## src/sd_dat_pkg.sv

```systemverilog
`default_nettype none

package sd_dat_pkg;

   // Completion status of a transfer
   typedef enum logic [3:0] {
      success                = 4'd0,
      write_no_data          = 4'd1,
      write_early_boundary   = 4'd2,
      write_late_boundary    = 4'd3,
      write_resp_timeout     = 4'd4,
      write_bad_resp         = 4'd5,
      read_data_not_accepted = 4'd7,
      read_bad_crc           = 4'd8
   } error_code_t;

   // One value across DAT3..DAT0
   typedef logic [3:0] nibble_t;

   // One line's CRC register
   typedef logic [15:0] crc_t;

   // CRC16 of x^16 + x^12 + x^5 + 1
   localparam crc_t crc_polynomial = 16'h1021;

   localparam int crc_nibbles = 16;

   // Bus clocks to wait for the status start bit
   localparam int resp_timeout_ticks = 8;

   // Status bits of an accepted block
   localparam logic [2:0] resp_ok = 3'b010;

endpackage

`default_nettype wire

```

## src/dat_nibble_counter.sv

```systemverilog
`timescale 1ns/1ps
`default_nettype none

module dat_nibble_counter #(
   parameter int word_size = 8,
   parameter int nwr_min = 64
) (
   input  wire        clk,
   input  wire        resetn,
   input  wire        sd_tick,
   input  wire        count_clear,
   input  wire [3:0]  block_size_exp,
   input  wire [31:0] block_count,
   output logic       word_done,
   output logic       block_done,
   output logic       nwr_past,
   output logic       crc_done,
   output logic       resp_timeout,
   output logic       resp_done,
   output logic       last_block
);
   import sd_dat_pkg::*;

   // Room for a 1024-nibble block and for the nwr wait
   localparam int count_width = (nwr_min > 1024) ? $clog2(nwr_min) + 1 : 11;
   localparam int word_nibbles = word_size / 4;
   // Three status bits and the end bit
   localparam int resp_nibbles = 4;

   logic [count_width-1:0] count;
   logic [count_width:0]   count_inc;
   logic [31:0]            blocks_finished;

   assign count_inc = {1'b0, count} + 1'b1;

   always_ff @(posedge clk or negedge resetn) begin
      if (!resetn) begin
         count <= '0;
         nwr_past <= 1'b0;
      end else if (count_clear) begin
         count <= '0;
         nwr_past <= 1'b0;
      end else if (sd_tick) begin
         count <= count_inc[count_width-1:0];
         if (count_inc == (count_width + 1)'(nwr_min))
            nwr_past <= 1'b1;
      end
   end

   assign word_done = (count % count_width'(word_nibbles)) == count_width'(word_nibbles - 1);
   assign block_done = count_inc == ((count_width + 1)'(1) << block_size_exp);
   assign crc_done = count == count_width'(crc_nibbles - 1);
   assign resp_timeout = count == count_width'(resp_timeout_ticks - 1);
   assign resp_done = count == count_width'(resp_nibbles - 1);

   // The sequencer restarts the count at each block boundary
   always_ff @(posedge clk or negedge resetn) begin
      if (!resetn)
         blocks_finished <= '0;
      else if (sd_tick && block_done && count_clear)
         blocks_finished <= blocks_finished + 1'b1;
   end

   assign last_block = blocks_finished >= block_count;

   // The sequencer stops once the last block has finished
   a_blocks_bounded: assert property (@(posedge clk) disable iff (!resetn)
      blocks_finished <= block_count);

endmodule

`default_nettype wire

```

## src/dat_shift_buffer.sv

```systemverilog
`timescale 1ns/1ps
`default_nettype none

module dat_shift_buffer #(
   parameter int word_size = 8
) (
   input  wire                  clk,
   input  wire                  resetn,
   input  wire                  sd_tick,
   input  wire                  buffer_enable,
   input  wire                  load_word,
   input  wire [word_size-1:0]  in_tdata,
   input  wire                  in_tlast,
   input  wire sd_dat_pkg::nibble_t dat_in,
   output sd_dat_pkg::nibble_t  top_nibble,
   output logic [word_size-1:0] word_next,
   output logic                 tlast_saved,
   output logic [2:0]           line0_history
);
   logic [word_size-1:0] buffer;

   // Nibbles leave and enter most significant first
   assign word_next = {buffer[word_size-5:0], dat_in};
   assign top_nibble = buffer[word_size-1 -: 4];

   // Cleared outside the phases that use it
   always_ff @(posedge clk) begin
      if (!buffer_enable)
         buffer <= '0;
      else if (sd_tick)
         buffer <= load_word ? in_tdata : word_next;
   end

   always_ff @(posedge clk or negedge resetn) begin
      if (!resetn) begin
         tlast_saved <= 1'b0;
         line0_history <= '0;
      end else if (!buffer_enable) begin
         tlast_saved <= 1'b0;
         line0_history <= '0;
      end else if (sd_tick) begin
         if (load_word)
            tlast_saved <= in_tlast;
         // DAT0 carries the CRC status token
         line0_history <= {line0_history[1:0], dat_in[0]};
      end
   end

endmodule

`default_nettype wire

```

## src/dat_crc16_bank.sv

```systemverilog
`timescale 1ns/1ps
`default_nettype none

module dat_crc16_bank (
   input  wire                 clk,
   input  wire                 resetn,
   input  wire                 crc_clear,
   input  wire                 sd_tick,
   input  wire sd_dat_pkg::nibble_t crc_in,
   output sd_dat_pkg::nibble_t crc_msb,
   output logic                crc_good
);
   import sd_dat_pkg::*;

   wire [3:0] msb_bits;
   wire [3:0] line_zero;

   for (genvar i = 0; i < 4; i++) begin : g_line
      crc_t crc;
      logic feedback;

      // Feeding the msb back gives zero feedback, so the CRC shifts out
      assign feedback = crc[15] ^ crc_in[i];

      always_ff @(posedge clk or negedge resetn) begin
         if (!resetn)
            crc <= '0;
         else if (crc_clear)
            crc <= '0;
         else if (sd_tick)
            crc <= {crc[14:0], 1'b0} ^ (feedback ? crc_polynomial : crc_t'(0));
      end

      assign msb_bits[i] = crc[15];
      assign line_zero[i] = crc == '0;
   end

   assign crc_msb = msb_bits;
   // Remainder is zero once the received CRC has gone in
   assign crc_good = &line_zero;

endmodule

`default_nettype wire

```

## src/dat_sequencer.sv

```systemverilog
`timescale 1ns/1ps
`default_nettype none

module dat_sequencer #(
   parameter int word_size = 8
) (
   input  wire                  clk,
   input  wire                  resetn,
   input  wire                  sd_tick,
   input  wire                  read_mode,
   input  wire                  in_tvalid,
   input  wire                  out_tready,
   input  wire sd_dat_pkg::nibble_t dat_in,
   input  wire                  word_done,
   input  wire                  block_done,
   input  wire                  nwr_past,
   input  wire                  crc_done,
   input  wire                  resp_timeout,
   input  wire                  resp_done,
   input  wire                  last_block,
   input  wire sd_dat_pkg::nibble_t top_nibble,
   input  wire [word_size-1:0]  word_next,
   input  wire                  tlast_saved,
   input  wire [2:0]            line0_history,
   input  wire sd_dat_pkg::nibble_t crc_msb,
   input  wire                  crc_good,
   output logic                 count_clear,
   output logic                 load_word,
   output logic                 buffer_enable,
   output logic                 crc_clear,
   output sd_dat_pkg::nibble_t  crc_in,
   output logic                 in_tready,
   output logic                 out_tvalid,
   output logic [word_size-1:0] out_tdata,
   output logic                 out_tlast,
   output sd_dat_pkg::nibble_t  dat_out,
   output logic                 dat_oe,
   output logic                 done,
   output logic                 done_new,
   output sd_dat_pkg::error_code_t error_code
);
   import sd_dat_pkg::*;

   typedef enum logic [3:0] {
      state_initial,
      state_done,
      state_write_pending_device,
      state_write_pending_host,
      state_write_start_bit,
      state_write_data,
      state_write_crc,
      state_write_end_bit,
      state_write_resp_pending,
      state_write_resp_start,
      state_write_resp,
      state_read_pending,
      state_read_data,
      state_read_crc,
      state_read_end_bit
   } state_t;

   state_t      state;
   state_t      state_next;
   logic        finish;
   error_code_t finish_code;
   logic        set_out_tvalid;
   logic        word_capture;
   nibble_t     dat_out_next;
   logic        dat_oe_next;

   assign buffer_enable = state inside {state_write_pending_host, state_write_start_bit,
                                        state_write_data, state_write_resp, state_read_data};
   assign crc_clear = !(state inside {state_write_data, state_write_crc, state_read_data,
                                      state_read_crc, state_read_end_bit});
   assign in_tready = sd_tick && load_word;
   assign word_capture = state == state_read_data && sd_tick && word_done;

   always_comb begin
      case (state)
         state_write_data: crc_in = top_nibble;
         state_write_crc:  crc_in = crc_msb;
         default:          crc_in = dat_in;
      endcase
   end

   always_comb begin
      state_next = state;
      count_clear = 1'b0;
      load_word = 1'b0;
      set_out_tvalid = 1'b0;
      finish = 1'b0;
      finish_code = success;
      case (state)
         state_initial:
            state_next = read_mode ? state_read_pending : state_write_pending_device;
         // Card holds DAT0 low while busy
         state_write_pending_device: begin
            count_clear = 1'b1;
            if (sd_tick && dat_in[0])
               state_next = state_write_pending_host;
         end
         state_write_pending_host:
            if (sd_tick && in_tvalid && nwr_past)
               state_next = state_write_start_bit;
         state_write_start_bit: begin
            load_word = 1'b1;
            count_clear = 1'b1;
            if (sd_tick)
               state_next = state_write_data;
         end
         state_write_data: begin
            load_word = word_done && !block_done;
            if (in_tready && !in_tvalid) begin
               finish = 1'b1;
               finish_code = write_no_data;
            end else if (sd_tick && block_done) begin
               count_clear = 1'b1;
               if (!tlast_saved) begin
                  finish = 1'b1;
                  finish_code = write_late_boundary;
               end else begin
                  state_next = state_write_crc;
               end
            end else if (sd_tick && word_done && tlast_saved) begin
               finish = 1'b1;
               finish_code = write_early_boundary;
            end
         end
         state_write_crc:
            if (sd_tick && crc_done)
               state_next = state_write_end_bit;
         state_write_end_bit: begin
            count_clear = 1'b1;
            if (sd_tick)
               state_next = state_write_resp_pending;
         end
         state_write_resp_pending:
            if (sd_tick && !dat_in[0]) begin
               state_next = state_write_resp_start;
            end else if (sd_tick && resp_timeout) begin
               finish = 1'b1;
               finish_code = write_resp_timeout;
            end
         // One clock between bus clocks to restart the count
         state_write_resp_start: begin
            count_clear = 1'b1;
            state_next = state_write_resp;
         end
         state_write_resp:
            if (sd_tick && resp_done) begin
               if (line0_history != resp_ok) begin
                  finish = 1'b1;
                  finish_code = write_bad_resp;
               end else if (last_block) begin
                  finish = 1'b1;
               end else begin
                  state_next = state_write_pending_device;
               end
            end
         state_read_pending: begin
            count_clear = 1'b1;
            if (sd_tick && !dat_in[0])
               state_next = state_read_data;
         end
         state_read_data:
            if (sd_tick) begin
               // Last word waits for the CRC check
               set_out_tvalid = word_done && !block_done;
               if (word_done && out_tvalid) begin
                  finish = 1'b1;
                  finish_code = read_data_not_accepted;
               end else if (block_done) begin
                  count_clear = 1'b1;
                  state_next = state_read_crc;
               end
            end
         state_read_crc:
            if (sd_tick && crc_done)
               state_next = state_read_end_bit;
         state_read_end_bit:
            if (sd_tick) begin
               if (!crc_good || dat_in != 4'hf) begin
                  finish = 1'b1;
                  finish_code = read_bad_crc;
               end else if (out_tvalid) begin
                  finish = 1'b1;
                  finish_code = read_data_not_accepted;
               end else begin
                  set_out_tvalid = 1'b1;
                  if (last_block)
                     finish = 1'b1;
                  else
                     state_next = state_read_pending;
               end
            end
         default: ;
      endcase
      if (finish)
         state_next = state_done;
   end

   always_comb begin
      dat_oe_next = 1'b1;
      case (state)
         state_write_start_bit: dat_out_next = '0;
         state_write_data:      dat_out_next = top_nibble;
         state_write_crc:       dat_out_next = crc_msb;
         state_write_pending_host, state_write_end_bit:
            dat_out_next = '1;
         default: begin
            dat_out_next = '1;
            dat_oe_next = 1'b0;
         end
      endcase
   end

   always_ff @(posedge clk or negedge resetn) begin
      if (!resetn) begin
         state <= state_initial;
         dat_out <= '1;
         dat_oe <= 1'b0;
         done <= 1'b0;
         done_new <= 1'b0;
         error_code <= success;
         out_tvalid <= 1'b0;
         out_tlast <= 1'b0;
      end else begin
         state <= state_next;
         dat_out <= dat_out_next;
         dat_oe <= dat_oe_next;
         done_new <= finish;
         if (finish) begin
            done <= 1'b1;
            error_code <= finish_code;
         end
         if (set_out_tvalid)
            out_tvalid <= 1'b1;
         else if (out_tready)
            out_tvalid <= 1'b0;
         if (word_capture)
            out_tlast <= block_done;
      end
   end

   always_ff @(posedge clk) begin
      if (word_capture)
         out_tdata <= word_next;
   end

   // Card owns the bus for the whole read
   a_no_drive_in_read: assert property (@(posedge clk) disable iff (!resetn)
      state inside {state_read_pending, state_read_data, state_read_crc, state_read_end_bit}
      |-> !dat_oe);

endmodule

`default_nettype wire

```

## src/sd_dat_engine.sv

```systemverilog
`timescale 1ns/1ps
`default_nettype none

module sd_dat_engine #(
   parameter int word_size = 8,
   parameter int nwr_min = 64
) (
   input  wire                      clk,
   input  wire                      resetn,
   input  wire                      sd_tick,
   input  wire                      read_mode,
   input  wire [3:0]                block_size_exp,
   input  wire [31:0]               block_count,
   input  wire                      in_tvalid,
   output wire                      in_tready,
   input  wire [word_size-1:0]      in_tdata,
   input  wire                      in_tlast,
   output wire                      out_tvalid,
   input  wire                      out_tready,
   output wire [word_size-1:0]      out_tdata,
   output wire                      out_tlast,
   input  wire sd_dat_pkg::nibble_t dat_in,
   output wire sd_dat_pkg::nibble_t dat_out,
   output wire                      dat_oe,
   output wire                      done,
   output wire                      done_new,
   output wire sd_dat_pkg::error_code_t error_code
);
   import sd_dat_pkg::*;

   wire                 count_clear;
   wire                 load_word;
   wire                 buffer_enable;
   wire                 crc_clear;
   wire nibble_t        crc_in;
   wire                 word_done;
   wire                 block_done;
   wire                 nwr_past;
   wire                 crc_done;
   wire                 resp_timeout;
   wire                 resp_done;
   wire                 last_block;
   wire nibble_t        top_nibble;
   wire [word_size-1:0] word_next;
   wire                 tlast_saved;
   wire [2:0]           line0_history;
   wire nibble_t        crc_msb;
   wire                 crc_good;

   dat_nibble_counter #(
      .word_size(word_size),
      .nwr_min(nwr_min)
   ) u_counter (
      .clk(clk),
      .resetn(resetn),
      .sd_tick(sd_tick),
      .count_clear(count_clear),
      .block_size_exp(block_size_exp),
      .block_count(block_count),
      .word_done(word_done),
      .block_done(block_done),
      .nwr_past(nwr_past),
      .crc_done(crc_done),
      .resp_timeout(resp_timeout),
      .resp_done(resp_done),
      .last_block(last_block)
   );

   dat_shift_buffer #(
      .word_size(word_size)
   ) u_buffer (
      .clk(clk),
      .resetn(resetn),
      .sd_tick(sd_tick),
      .buffer_enable(buffer_enable),
      .load_word(load_word),
      .in_tdata(in_tdata),
      .in_tlast(in_tlast),
      .dat_in(dat_in),
      .top_nibble(top_nibble),
      .word_next(word_next),
      .tlast_saved(tlast_saved),
      .line0_history(line0_history)
   );

   dat_crc16_bank u_crc (
      .clk(clk),
      .resetn(resetn),
      .crc_clear(crc_clear),
      .sd_tick(sd_tick),
      .crc_in(crc_in),
      .crc_msb(crc_msb),
      .crc_good(crc_good)
   );

   dat_sequencer #(
      .word_size(word_size)
   ) u_sequencer (
      .clk(clk),
      .resetn(resetn),
      .sd_tick(sd_tick),
      .read_mode(read_mode),
      .in_tvalid(in_tvalid),
      .out_tready(out_tready),
      .dat_in(dat_in),
      .word_done(word_done),
      .block_done(block_done),
      .nwr_past(nwr_past),
      .crc_done(crc_done),
      .resp_timeout(resp_timeout),
      .resp_done(resp_done),
      .last_block(last_block),
      .top_nibble(top_nibble),
      .word_next(word_next),
      .tlast_saved(tlast_saved),
      .line0_history(line0_history),
      .crc_msb(crc_msb),
      .crc_good(crc_good),
      .count_clear(count_clear),
      .load_word(load_word),
      .buffer_enable(buffer_enable),
      .crc_clear(crc_clear),
      .crc_in(crc_in),
      .in_tready(in_tready),
      .out_tvalid(out_tvalid),
      .out_tdata(out_tdata),
      .out_tlast(out_tlast),
      .dat_out(dat_out),
      .dat_oe(dat_oe),
      .done(done),
      .done_new(done_new),
      .error_code(error_code)
   );

endmodule

`default_nettype wire

```

## config.mk

```make
export PLATFORM = sky130hd
export DESIGN_NAME = sd_dat_engine
export DESIGN_NICKNAME = d
export VERILOG_FILES = /design/src/sd_dat_pkg.sv /design/src/dat_nibble_counter.sv /design/src/dat_shift_buffer.sv /design/src/dat_crc16_bank.sv /design/src/dat_sequencer.sv /design/src/sd_dat_engine.sv
export SDC_FILE = /design/constraint.sdc
export NUM_CORES = 1
export LEC_CHECK = 0
export CAP_MARGIN = 20
export CORE_MARGIN = 3
export CORE_UTILIZATION = 30
export DETAILED_ROUTE_END_ITERATION = 10
export DONT_BUFFER_PORTS = 1
export PLACE_DENSITY = 0.42
export SLEW_MARGIN = 20
export SYNTH_ARGS = -nofsm -noshare
export SYNTH_HDL_FRONTEND = slang
export SYNTH_SLANG_ARGS = --single-unit
```

## constraint.sdc

```tcl
create_clock -name clk -period 3.15 [get_ports clk]
set_clock_uncertainty 0.1 [all_clocks]
set_input_delay 0.1575 -clock clk [delete_from_list [all_inputs] [get_ports clk]]
set_output_delay 0.1575 -clock clk [all_outputs]
set_load 0.02 [all_outputs]
```

==> qor.csv, run 1 <==
stage,metric,value,unit
worst_setup_path,worst path bufs/invs,3,
die,Starting Density,30.6,%
power,Total Power,0.00646,W
die,Die H,174,um
drt,# DRC,0,
drt,vias per cell,4.96,
worst_setup_path,RR Endpoint,u_counter.blocks_finished[23],
die,die area,30400,sq um
timing,worst hold margin,-0.673,ns
timing,fin crit period,3.11,ns
timing,Peak Freq,0.322,GHz
worst_setup_path,R2R setup slack,0.15,ns
final_layout,sequential cell area,3640,sq um
clock_tree,Post-CTS Hold Buffers,17,
drt,Vias,6558,
yosys,synthesized instance count,901,
drt,Final ANT Viol Nets,0,
job,Max Cap Viol,0,
worst_hold_path,Min-Delay Path Class,input pin to asynchronous set/reset pin,
worst_setup_path,worst path cell trace,buf_4 > or4_1 > nor3_2 > a21oi_1 > a2111oi_4 > nand4_4 > buf_6 > a31o_4 > and2_1 > buf_4,
power,leakage power,4.47,nW
timing,RSZ-0062 raised after global routing,true,
die,Rows,61,
timing,setup TNS,0,ns
global_routing,first-pass GRT wire length,36800,um
global_routing,antenna violations before repair,0,
clock_tree,CTS tree,yes,
worst_setup_path,"Slowest-stage cell, CP",or4_1,
worst_setup_path,crit path max fanout,8,
final_layout,area grow syn2layout,17.6,%
worst_setup_path,CP Capture Type,output port,
placed_design,buffers added on ports,0,
global_routing,vias in the first global route,6578,
drt,drt wl/cell,17.0,um
placed_design,dpl hpwl,15400,um
worst_setup_path,Worst EP required,2.89,ns
final_layout,# diodes,0,
worst_setup_path,CP most frequent cell,buf_4,
yosys,Syn Nets,990,
outcome,violated checks,negative hold slack,
yosys,dominant synthesized flop cell,dfrtp_1,
yosys,post-synthesis instance area,8510,sq um
clock_tree,clk slew on worst S/H paths,0.07,ns
outcome,status,"complete, but fails checks",
drt,initial DRC count,502,
yosys,Ys Warns,0,
final_layout,fin nets,1020,
power,pwr dens,645,nW/um^2
worst_setup_path,critical path startpoint category,flop,
final_layout,multi-input combinational cell area,4550,sq um
final_layout,final std cells w/o fill,1322,
timing,actual slew at the worst max-slew pin,0.735,ns
timing,period utilization,98.6,%
power,maximum VDD drop,0.362,mV
clock_tree,CTS Sinks,145,
yosys,Synth Register Bits,145,
yosys,largest cells by area after synthesis,"dfrtp_1 (37%), mux2i_1 (7.6%), nor2_1 (6.0%)",
placed_design,Placer Congestion,0.815,
drt,first-pass iteration count of the detailed router,5,
final_layout,final-layout fill cell count,2854,
yosys,"area leader, netlist",dfrtp_1,
timing,final setup violation count,0,
clock_tree,"Clk Latency, worst-skew pair",0.43,ns
clock_tree,CTS root buf,clkbuf_16,
yosys,Yosys top cell area share,36.7,%
die,Core Region,27900,sq um
timing,Max-slew headroom,50.8,%
yosys,sequential element share of the synthesized area,42.7,%
yosys,asr flop ratio synth,89.0,%
clock_tree,Max clock buf depth,2,
final_layout,Final Core Density,35.9,%
die,IO Pins,77,
clock_tree,CTS H-tree depth,4,
global_routing,GRT overflow,0,
yosys,Synth Area per Inst,9.45,sq um
worst_setup_path,crit path DAT,2.85,ns
yosys,Post-synth EDFFs,8,
worst_setup_path,WS Path Type,flop to output port,
yosys,top-count cell post-synth,nor2_1,
worst_setup_path,Slowest Stage Delay on Critical Path,0.53,ns
clock_tree,total CTS buffers,17,
global_routing,global-route usage over all layers,15.0,%
yosys,Post-synth top cells,"nor2_1 (137), dfrtp_1 (125), mux2i_1 (65)",
worst_setup_path,crit-path leading delay family,simple AND/OR/NAND/NOR gates,
worst_setup_path,FF-to-FF Start,u_counter.count[0],
timing,final hold violation count,129,
timing,max-slew violation count,0,
die,die width,174,um
worst_setup_path,reg2reg path depth,10,
placed_design,placed cell count,1272,
global_routing,largest net degree at the start of global routing,130,
drt,drt total wl,22500,um
yosys,Netlist cell types,71,
final_layout,layout cell share with drive strength beyond 1,13.1,%
-- sequential cells by signal, indices dropped and copies added, names as in the netlist, 3 cells and up --
register and cells:
u_buffer.buffer 8, u_buffer.line0_history 3, u_counter.blocks_finished 32, u_counter.count 11, u_crc.g_line.crc 64, u_sequencer.dat_out 4
u_sequencer.error_code 4, u_sequencer.out_tdata 8, u_sequencer.state 4
-- final cells by class --
class                   instances  area share (%)
multi-input cells             656            45.5
flip-flops and latches        145            36.3
repair buffers                 64            5.81
well taps                     378            4.72
clock buffers                  17            4.25
inverters                      47            1.76
clock inverters                15            1.64
-- what timing repair did --
action                                  CTS  global route
pin swaps                                 2             3
hold endpoints to repair                213           129
buffers inserted                          1             0
endpoints found under the setup margin    3            18
resized for setup                         6            12
-- cells by family after synthesis --
kind of cell    count (synthesis)  synth area share [%]
xor+xnor                       73                  7.51
buf+inv                       100                  4.83
compound gates                122                  9.73
flops                         145                  42.7
simple gates                  359                  22.2
mux                            68                  8.04
fa+ha+maj                      34                  5.00
-- cells in the final DEF (no fill, tap or decap), types with 11 or more instances in the layout --
| cell | count |
|---|---|
| nor2_1 | 137 |
| dfrtp_1 | 122 |
| mux2i_1 | 65 |
| inv_1 | 47 |
| nand2_1 | 47 |
| buf_4 | 43 |
| xnor2_1 | 38 |
| xor2_1 | 35 |
| a21oi_1 | 33 |
| ha_1 | 33 |
| nand3_1 | 30 |
| nand4_1 | 25 |
| o21ai_0 | 23 |
| nor3_1 | 23 |
| nor4_1 | 19 |
| clkbuf_16 | 17 |
| dlygate4sd3_1 | 16 |
| a211oi_1 | 12 |
| nor4_2 | 11 |
-- routing by layer --
metal  global-route usage, %  part of all wire, %
met4                    3.02                 0.72
met5                       0                    0
met1                    20.5                   48
met2                    24.9                   49
met3                    2.82                  2.6
-- power by group --
part           total (W)  internal [W]  switching [W]
Clock            0.00201       0.00106       0.000949
Combinational    0.00206      0.000856        0.00120
Sequential       0.00239       0.00209       0.000297
-- through the flow --
step,setup slack [ns],area (sq um)
floorplan,0.0410,8510
CTS,0.00820,9940
detailed placement,0.0162,9140
global placement,0.0424,9140
global route,-0.133,10000
finish,0.0432,10000
-- worst max path at each step --
stage          cells after the start  slack (ns)                            end          startpoint
3_3_place_gp                      10        0.04  u_counter.blocks_finished[23]  u_counter.count[1]
3_5_place_dp                      10        0.02  u_counter.blocks_finished[18]  u_counter.count[0]
6_report                          10        0.04                      in_tready  u_counter.count[0]
4_1_cts                           12       0.008                      in_tready  u_counter.count[0]
2_1_floorplan                     11        0.04  u_counter.blocks_finished[28]  u_counter.count[0]
5_1_grt                           10       -0.13                      in_tready  u_counter.count[0]
Note: power is estimated with default switching activity, not from simulation.
==> run 2: changes to the inputs <==
BUFFER_PORTS_ARGS = -buffer_cell sky130_fd_sc_hd__buf_2   (was unset)
DONT_BUFFER_PORTS = unset   (was 1)
PLACE_DENSITY = 0.43   (was 0.42)
clock period = 3.56 ns   (was 3.15 ns; I/O delays follow)
==> qor.csv, run 2 (synthesis gave the netlist of run 1 again) <==
stage,metric,value,unit
die,Core Region,27900,sq um
clock_tree,total CTS buffers,17,
worst_hold_path,hold path endpoint,u_buffer.buffer[3],
timing,max-slew violation count,0,
placed_design,Placer Congestion,0.812,
placed_design,dpl hpwl,15500,um
drt,initial DRC count,479,
global_routing,largest net degree at the start of global routing,81,
clock_tree,CTS root buf,clkbuf_16,
global_routing,GRT overflow,0,
job,Max Cap Viol,0,
timing,setup TNS,0,ns
final_layout,fin nets,1066,
final_layout,most frequent cells in the layout,"nor2_1 (137), dfrtp_1 (122), buf_2 (74), mux2i_1 (65)",
drt,# DRC,0,
final_layout,largest registers,"u_crc.g_line.crc: 64 flops, u_counter.blocks_finished: 32 flops, u_counter.count: 11 flops",
power,maximum VDD drop,0.274,mV
global_routing,antenna violations before repair,0,
clock_tree,Max clock buf depth,2,
timing,Max-slew headroom,48.4,%
worst_setup_path,CP Capture Type,output port,
worst_hold_path,Worst Hold Depth,3,
timing,actual slew at the worst max-slew pin,0.774,ns
worst_setup_path,FF-to-FF Start,u_counter.count[0],
drt,Final ANT Viol Nets,0,
drt,Vias,6711,
final_layout,Final Core Density,36.0,%
timing,final hold violation count,0,
worst_setup_path,Worst EP required,3.28,ns
global_routing,first-pass GRT wire length,36800,um
die,IO Pins,77,
power,leakage power,4.62,nW
die,Die H,174,um
drt,drt total wl,22300,um
worst_setup_path,WS Path Type,flop to output port,
die,die width,174,um
timing,RSZ-0062 raised after global routing,false,
drt,drt wl/cell,16.3,um
die,die area,30400,sq um
clock_tree,"Clk Latency, worst-skew pair",0.43,ns
drt,first-pass iteration count of the detailed router,5,
final_layout,Largest Register,u_crc.g_line.crc,
power,pwr dens,563,nW/um^2
worst_setup_path,R2R setup slack,0.44,ns
timing,fin crit period,3.36,ns
outcome,status,"complete, no violations",
clock_tree,CTS tree,yes,
worst_hold_path,hold_sp,in_tdata[3],
final_layout,layout cell share with drive strength beyond 1,16.6,%
placed_design,Placed Area,9350,sq um
worst_setup_path,crit path DAT,3.08,ns
placed_design,buffers added on ports,76,
timing,Peak Freq,0.298,GHz
final_layout,# diodes,0,
clock_tree,CTS Sinks,145,
global_routing,vias in the first global route,6752,
final_layout,area grow syn2layout,17.9,%
worst_setup_path,reg2reg path depth,10,
timing,period utilization,94.3,%
clock_tree,CTS H-tree depth,4,
worst_setup_path,RR Endpoint,u_counter.blocks_finished[25],
worst_hold_path,Min-Delay Path Class,input pin to flop,
power,Total Power,0.00565,W
final_layout,fin area,10000,sq um
worst_setup_path,crit path max fanout,12,
final_layout,"most common cell after layout, fill and taps aside",nor2_1,
clock_tree,clk slew on worst S/H paths,0.07,ns
die,Rows,61,
worst_setup_path,Critical path origin,u_counter.count[0],
final_layout,final std cells w/o fill,1368,
timing,final setup violation count,0,
drt,vias per cell,4.91,
final_layout,max FFs per register,64,
placed_design,placed cell count,1326,
global_routing,global-route usage over all layers,14.9,%
worst_setup_path,critical path startpoint category,flop,
die,Starting Density,30.6,%
[run 2: changes by cell type in the layout (fill, tap and decap cells not counted), sizes merged]
cell / change
buf: +53
dlygate4sd3: -7
clkinv: -2
bufinv: +1
inv: +1
[run 2: worst max-delay path by stage]
stage	slack, ns	end	cells past startpoint
2_1_floorplan	0.45	u_counter.blocks_finished[28]	11
3_3_place_gp	0.35	u_counter.blocks_finished[24]	10
3_5_place_dp	0.26	u_counter.blocks_finished[25]	10
4_1_cts	0.02	in_tready	10
5_1_grt	0.01	in_tready	10
6_report	0.20	in_tready	10
[run 2: metal layers]
metal  up-vias  GRT usage (%)  wire, um
met2        92           24.4     10600
met3        16           3.01       608
met1      3245           20.5     10800
li1       3358              -         -
met4         0           3.22       201
met5         -              0         0
[run 2: through the flow]
| step | setup WS [ns] | hold WS, ns |
|---|---|---|
| after floorplan | 0.451 | -0.218 |
| after global placement | 0.353 | 0.175 |
| after detailed placement | 0.263 | 0.165 |
| after CTS | 0.0225 | 0.00465 |
| after global routing | 0.0125 | 0.00679 |
| final | 0.203 | 0.00900 |
[run 2: where the power goes]
group / switching (W) / total, W / internal, W
clock: 0.000808 / 0.00179 / 0.000986
combinational: 0.00112 / 0.00179 / 0.000667
sequential: 0.000214 / 0.00207 / 0.00185
[run 2: repair_timing]
action	in CTS	in global routing
gates resized for setup	1	4
hold buffers	9	0
buffers inserted	0	1
hold endpoints to repair	83	0
pin swaps	0	2
endpoints found under the setup margin	1	1
[run 2: area by class of cell]
| cell class | count | area [sq um] |
|---|---|---|
| multi-input combinational | 656 | 4490 |
| inverter | 47 | 176 |
| clock inverter | 15 | 146 |
| clock buffer | 17 | 425 |
| fill | 2862 | 17800 |
| tap | 378 | 473 |
| sequential | 145 | 3640 |
| timing repair buffer | 110 | 692 |
[run 2: critical path, stage by stage (launching register included)]
cell and delay (ns):
dfrtp_2 0.45, ha_2 0.29, or4_1 0.41, nor3_2 0.12, a21oi_1 0.08, a2111oi_4 0.29
nand4_4 0.14, buf_4 0.19, a31o_4 0.32, and2_1 0.19, buf_2 0.16
==> run 3: changes to the inputs <==
clock period = 4.3 ns   (was 3.56 ns; I/O delays follow)
==> qor.csv, run 3 (synthesis gave the netlist of run 1 again) <==
stage,metric,value,unit
outcome,status,"complete, no violations",
placed_design,Placed Area,9240,sq um
power,leakage power,4.52,nW
timing,period utilization,86.6,%
clock_tree,CTS tree,yes,
drt,drt wl/cell,16.4,um
worst_setup_path,Levels on crit path,9,
worst_setup_path,"Slowest-stage cell, CP",or3_1,
final_layout,most frequent cells in the layout,"nor2_1 (137), dfrtp_1 (125), buf_2 (74), mux2i_1 (65)",
worst_setup_path,Critical path origin,u_counter.count[1],
worst_setup_path,R2R setup slack,0.58,ns
final_layout,largest registers,"u_crc.g_line.crc: 64 flops, u_counter.blocks_finished: 32 flops, u_counter.count: 11 flops",
die,die width,174,um
worst_setup_path,crit path max fanout,26,
timing,max-slew violation count,0,
clock_tree,CTS root buf,clkbuf_16,
worst_setup_path,FF-to-FF Start,u_counter.count[1],
die,Rows,61,
final_layout,final-layout fill cell count,2858,
power,maximum VDD drop,0.258,mV
final_layout,"most common cell after layout, fill and taps aside",nor2_1,
final_layout,Largest Register,u_crc.g_line.crc,
clock_tree,postcts setup bufs,0,
die,die area,30400,sq um
worst_setup_path,worst path bufs/invs,0,
timing,final hold violation count,0,
global_routing,first-pass GRT wire length,35700,um
final_layout,max FFs per register,64,
drt,first-pass iteration count of the detailed router,5,
final_layout,# diodes,0,
final_layout,sequential cell area,3630,sq um
worst_setup_path,CP Capture Type,flop,
worst_setup_path,worst path cell trace,ha_1 > nand3_2 > nor3_1 > o2111ai_1 > nor4_4 > nand4_4 > or3_1 > nor4_1 > xor2_1,
die,IO Pins,77,
final_layout,layout cell share with drive strength beyond 1,15.3,%
power,pwr dens,461,nW/um^2
worst_setup_path,crit-path leading delay family,simple AND/OR/NAND/NOR gates,
global_routing,largest net degree at the start of global routing,55,
die,Die H,174,um
final_layout,fin nets,1052,
worst_setup_path,Slowest Stage Delay on Critical Path,0.85,ns
worst_setup_path,reg2reg path depth,9,
die,Starting Density,30.6,%
global_routing,vias in the first global route,6545,
clock_tree,Max clock buf depth,2,
clock_tree,Post-CTS Hold Buffers,7,
clock_tree,CTS H-tree depth,4,
placed_design,Placer Congestion,0.817,
timing,Setup WS post-layout,0.576,ns
clock_tree,total CTS buffers,17,
worst_setup_path,WS Path Type,flop to flop,
final_layout,fin area,9870,sq um
drt,Final ANT Viol Nets,0,
worst_setup_path,Worst EP required,4.55,ns
timing,RSZ-0062 raised after global routing,false,
timing,setup TNS,0,ns
worst_hold_path,Worst Hold Depth,3,
global_routing,GRT overflow,0,
placed_design,Place WS,0.568,ns
worst_setup_path,RR Endpoint,u_counter.blocks_finished[26],
drt,vias per cell,4.95,
worst_setup_path,critical path startpoint category,flop,
timing,fin crit period,3.72,ns
placed_design,dpl hpwl,15400,um
final_layout,multi-input combinational cell area,4470,sq um
worst_hold_path,Min-Delay Path Class,input pin to flop,
global_routing,antenna violations before repair,0,
timing,Max-slew headroom,25.4,%
drt,drt total wl,22100,um
placed_design,buffers added on ports,76,
job,Max Cap Viol,0,
timing,actual slew at the worst max-slew pin,1.12,ns
worst_setup_path,critical path endpoint,u_counter.blocks_finished[26],
worst_setup_path,crit path DAT,3.98,ns
clock_tree,"Clk Latency, worst-skew pair",0.43,ns
drt,Vias,6708,
timing,Peak Freq,0.269,GHz
timing,final setup violation count,0,
drt,# DRC,0,
die,Core Region,27900,sq um
final_layout,area grow syn2layout,15.9,%
clock_tree,post-CTS sizing,0,
clock_tree,clk slew on worst S/H paths,0.07,ns
clock_tree,CTS Sinks,145,
global_routing,global-route usage over all layers,14.5,%
drt,initial DRC count,431,
-- run 3: cell count changes in the layout (fill, tap and decap cells not counted), sizes merged --
cell         change
clkinv           +3
bufinv           -1
clkinvlp         +2
dlygate4sd3      -2
inv              -4
buf             -12
-- run 3: where the power goes --
group,switching (W),internal (W)
Combinational,0.000911,0.000512
Clock,0.000663,0.000755
Sequential,0.000179,0.00153
Total,0.00175,0.00280
-- run 3: tightest hold or removal path, cell delays in order --
cell and delay [ns]:
buf_2 0.10, mux2i_1 0.12, a211oi_1 0.08
-- run 3: how the worst min path moves through the flow --
stage                            from                   endpoint  slack, ns
after floorplan                resetn  u_buffer.line0_history[0]      -0.18
after global placement         resetn         u_counter.count[5]       0.11
after detailed placement       resetn         u_counter.count[5]       0.11
after CTS                 in_tdata[1]         u_buffer.buffer[1]       0.02
after global routing      in_tdata[1]         u_buffer.buffer[1]       0.02
final                     in_tdata[1]         u_buffer.buffer[1]       0.04
-- run 3: cell type report --
cell class	count	share of cell area, %
clock inverters	15	1.31
multi-input cells	656	45.3
flip-flops and latches	145	36.8
clock buffers	17	4.31
inverters	47	1.79
repair buffers	96	5.64
well taps	378	4.79
-- run 3: routing by layer --
metal / track usage (%) / share of wire [%] / vias up
met5: 0 / 0 / -
met4: 3.69 / 1.4 / 0
met2: 23.0 / 47 / 105
met3: 3.04 / 3.7 / 19
li1: - / - / 3341
met1: 20.3 / 48 / 3243
-- run 3: through the flow --
step / util, % / hold WS (ns) / power, W / std cells
floorplan: - / -0.181 / 0.00271 / 901
CTS: 35.4 / 0.0239 / 0.00463 / 1354
finish: 35.4 / 0.0390 / 0.00455 / 1354
detailed placement: 33.2 / 0.108 / 0.00318 / 1315
global placement: 33.2 / 0.109 / 0.00319 / 1315
global route: 35.4 / 0.0241 / 0.00485 / 1354
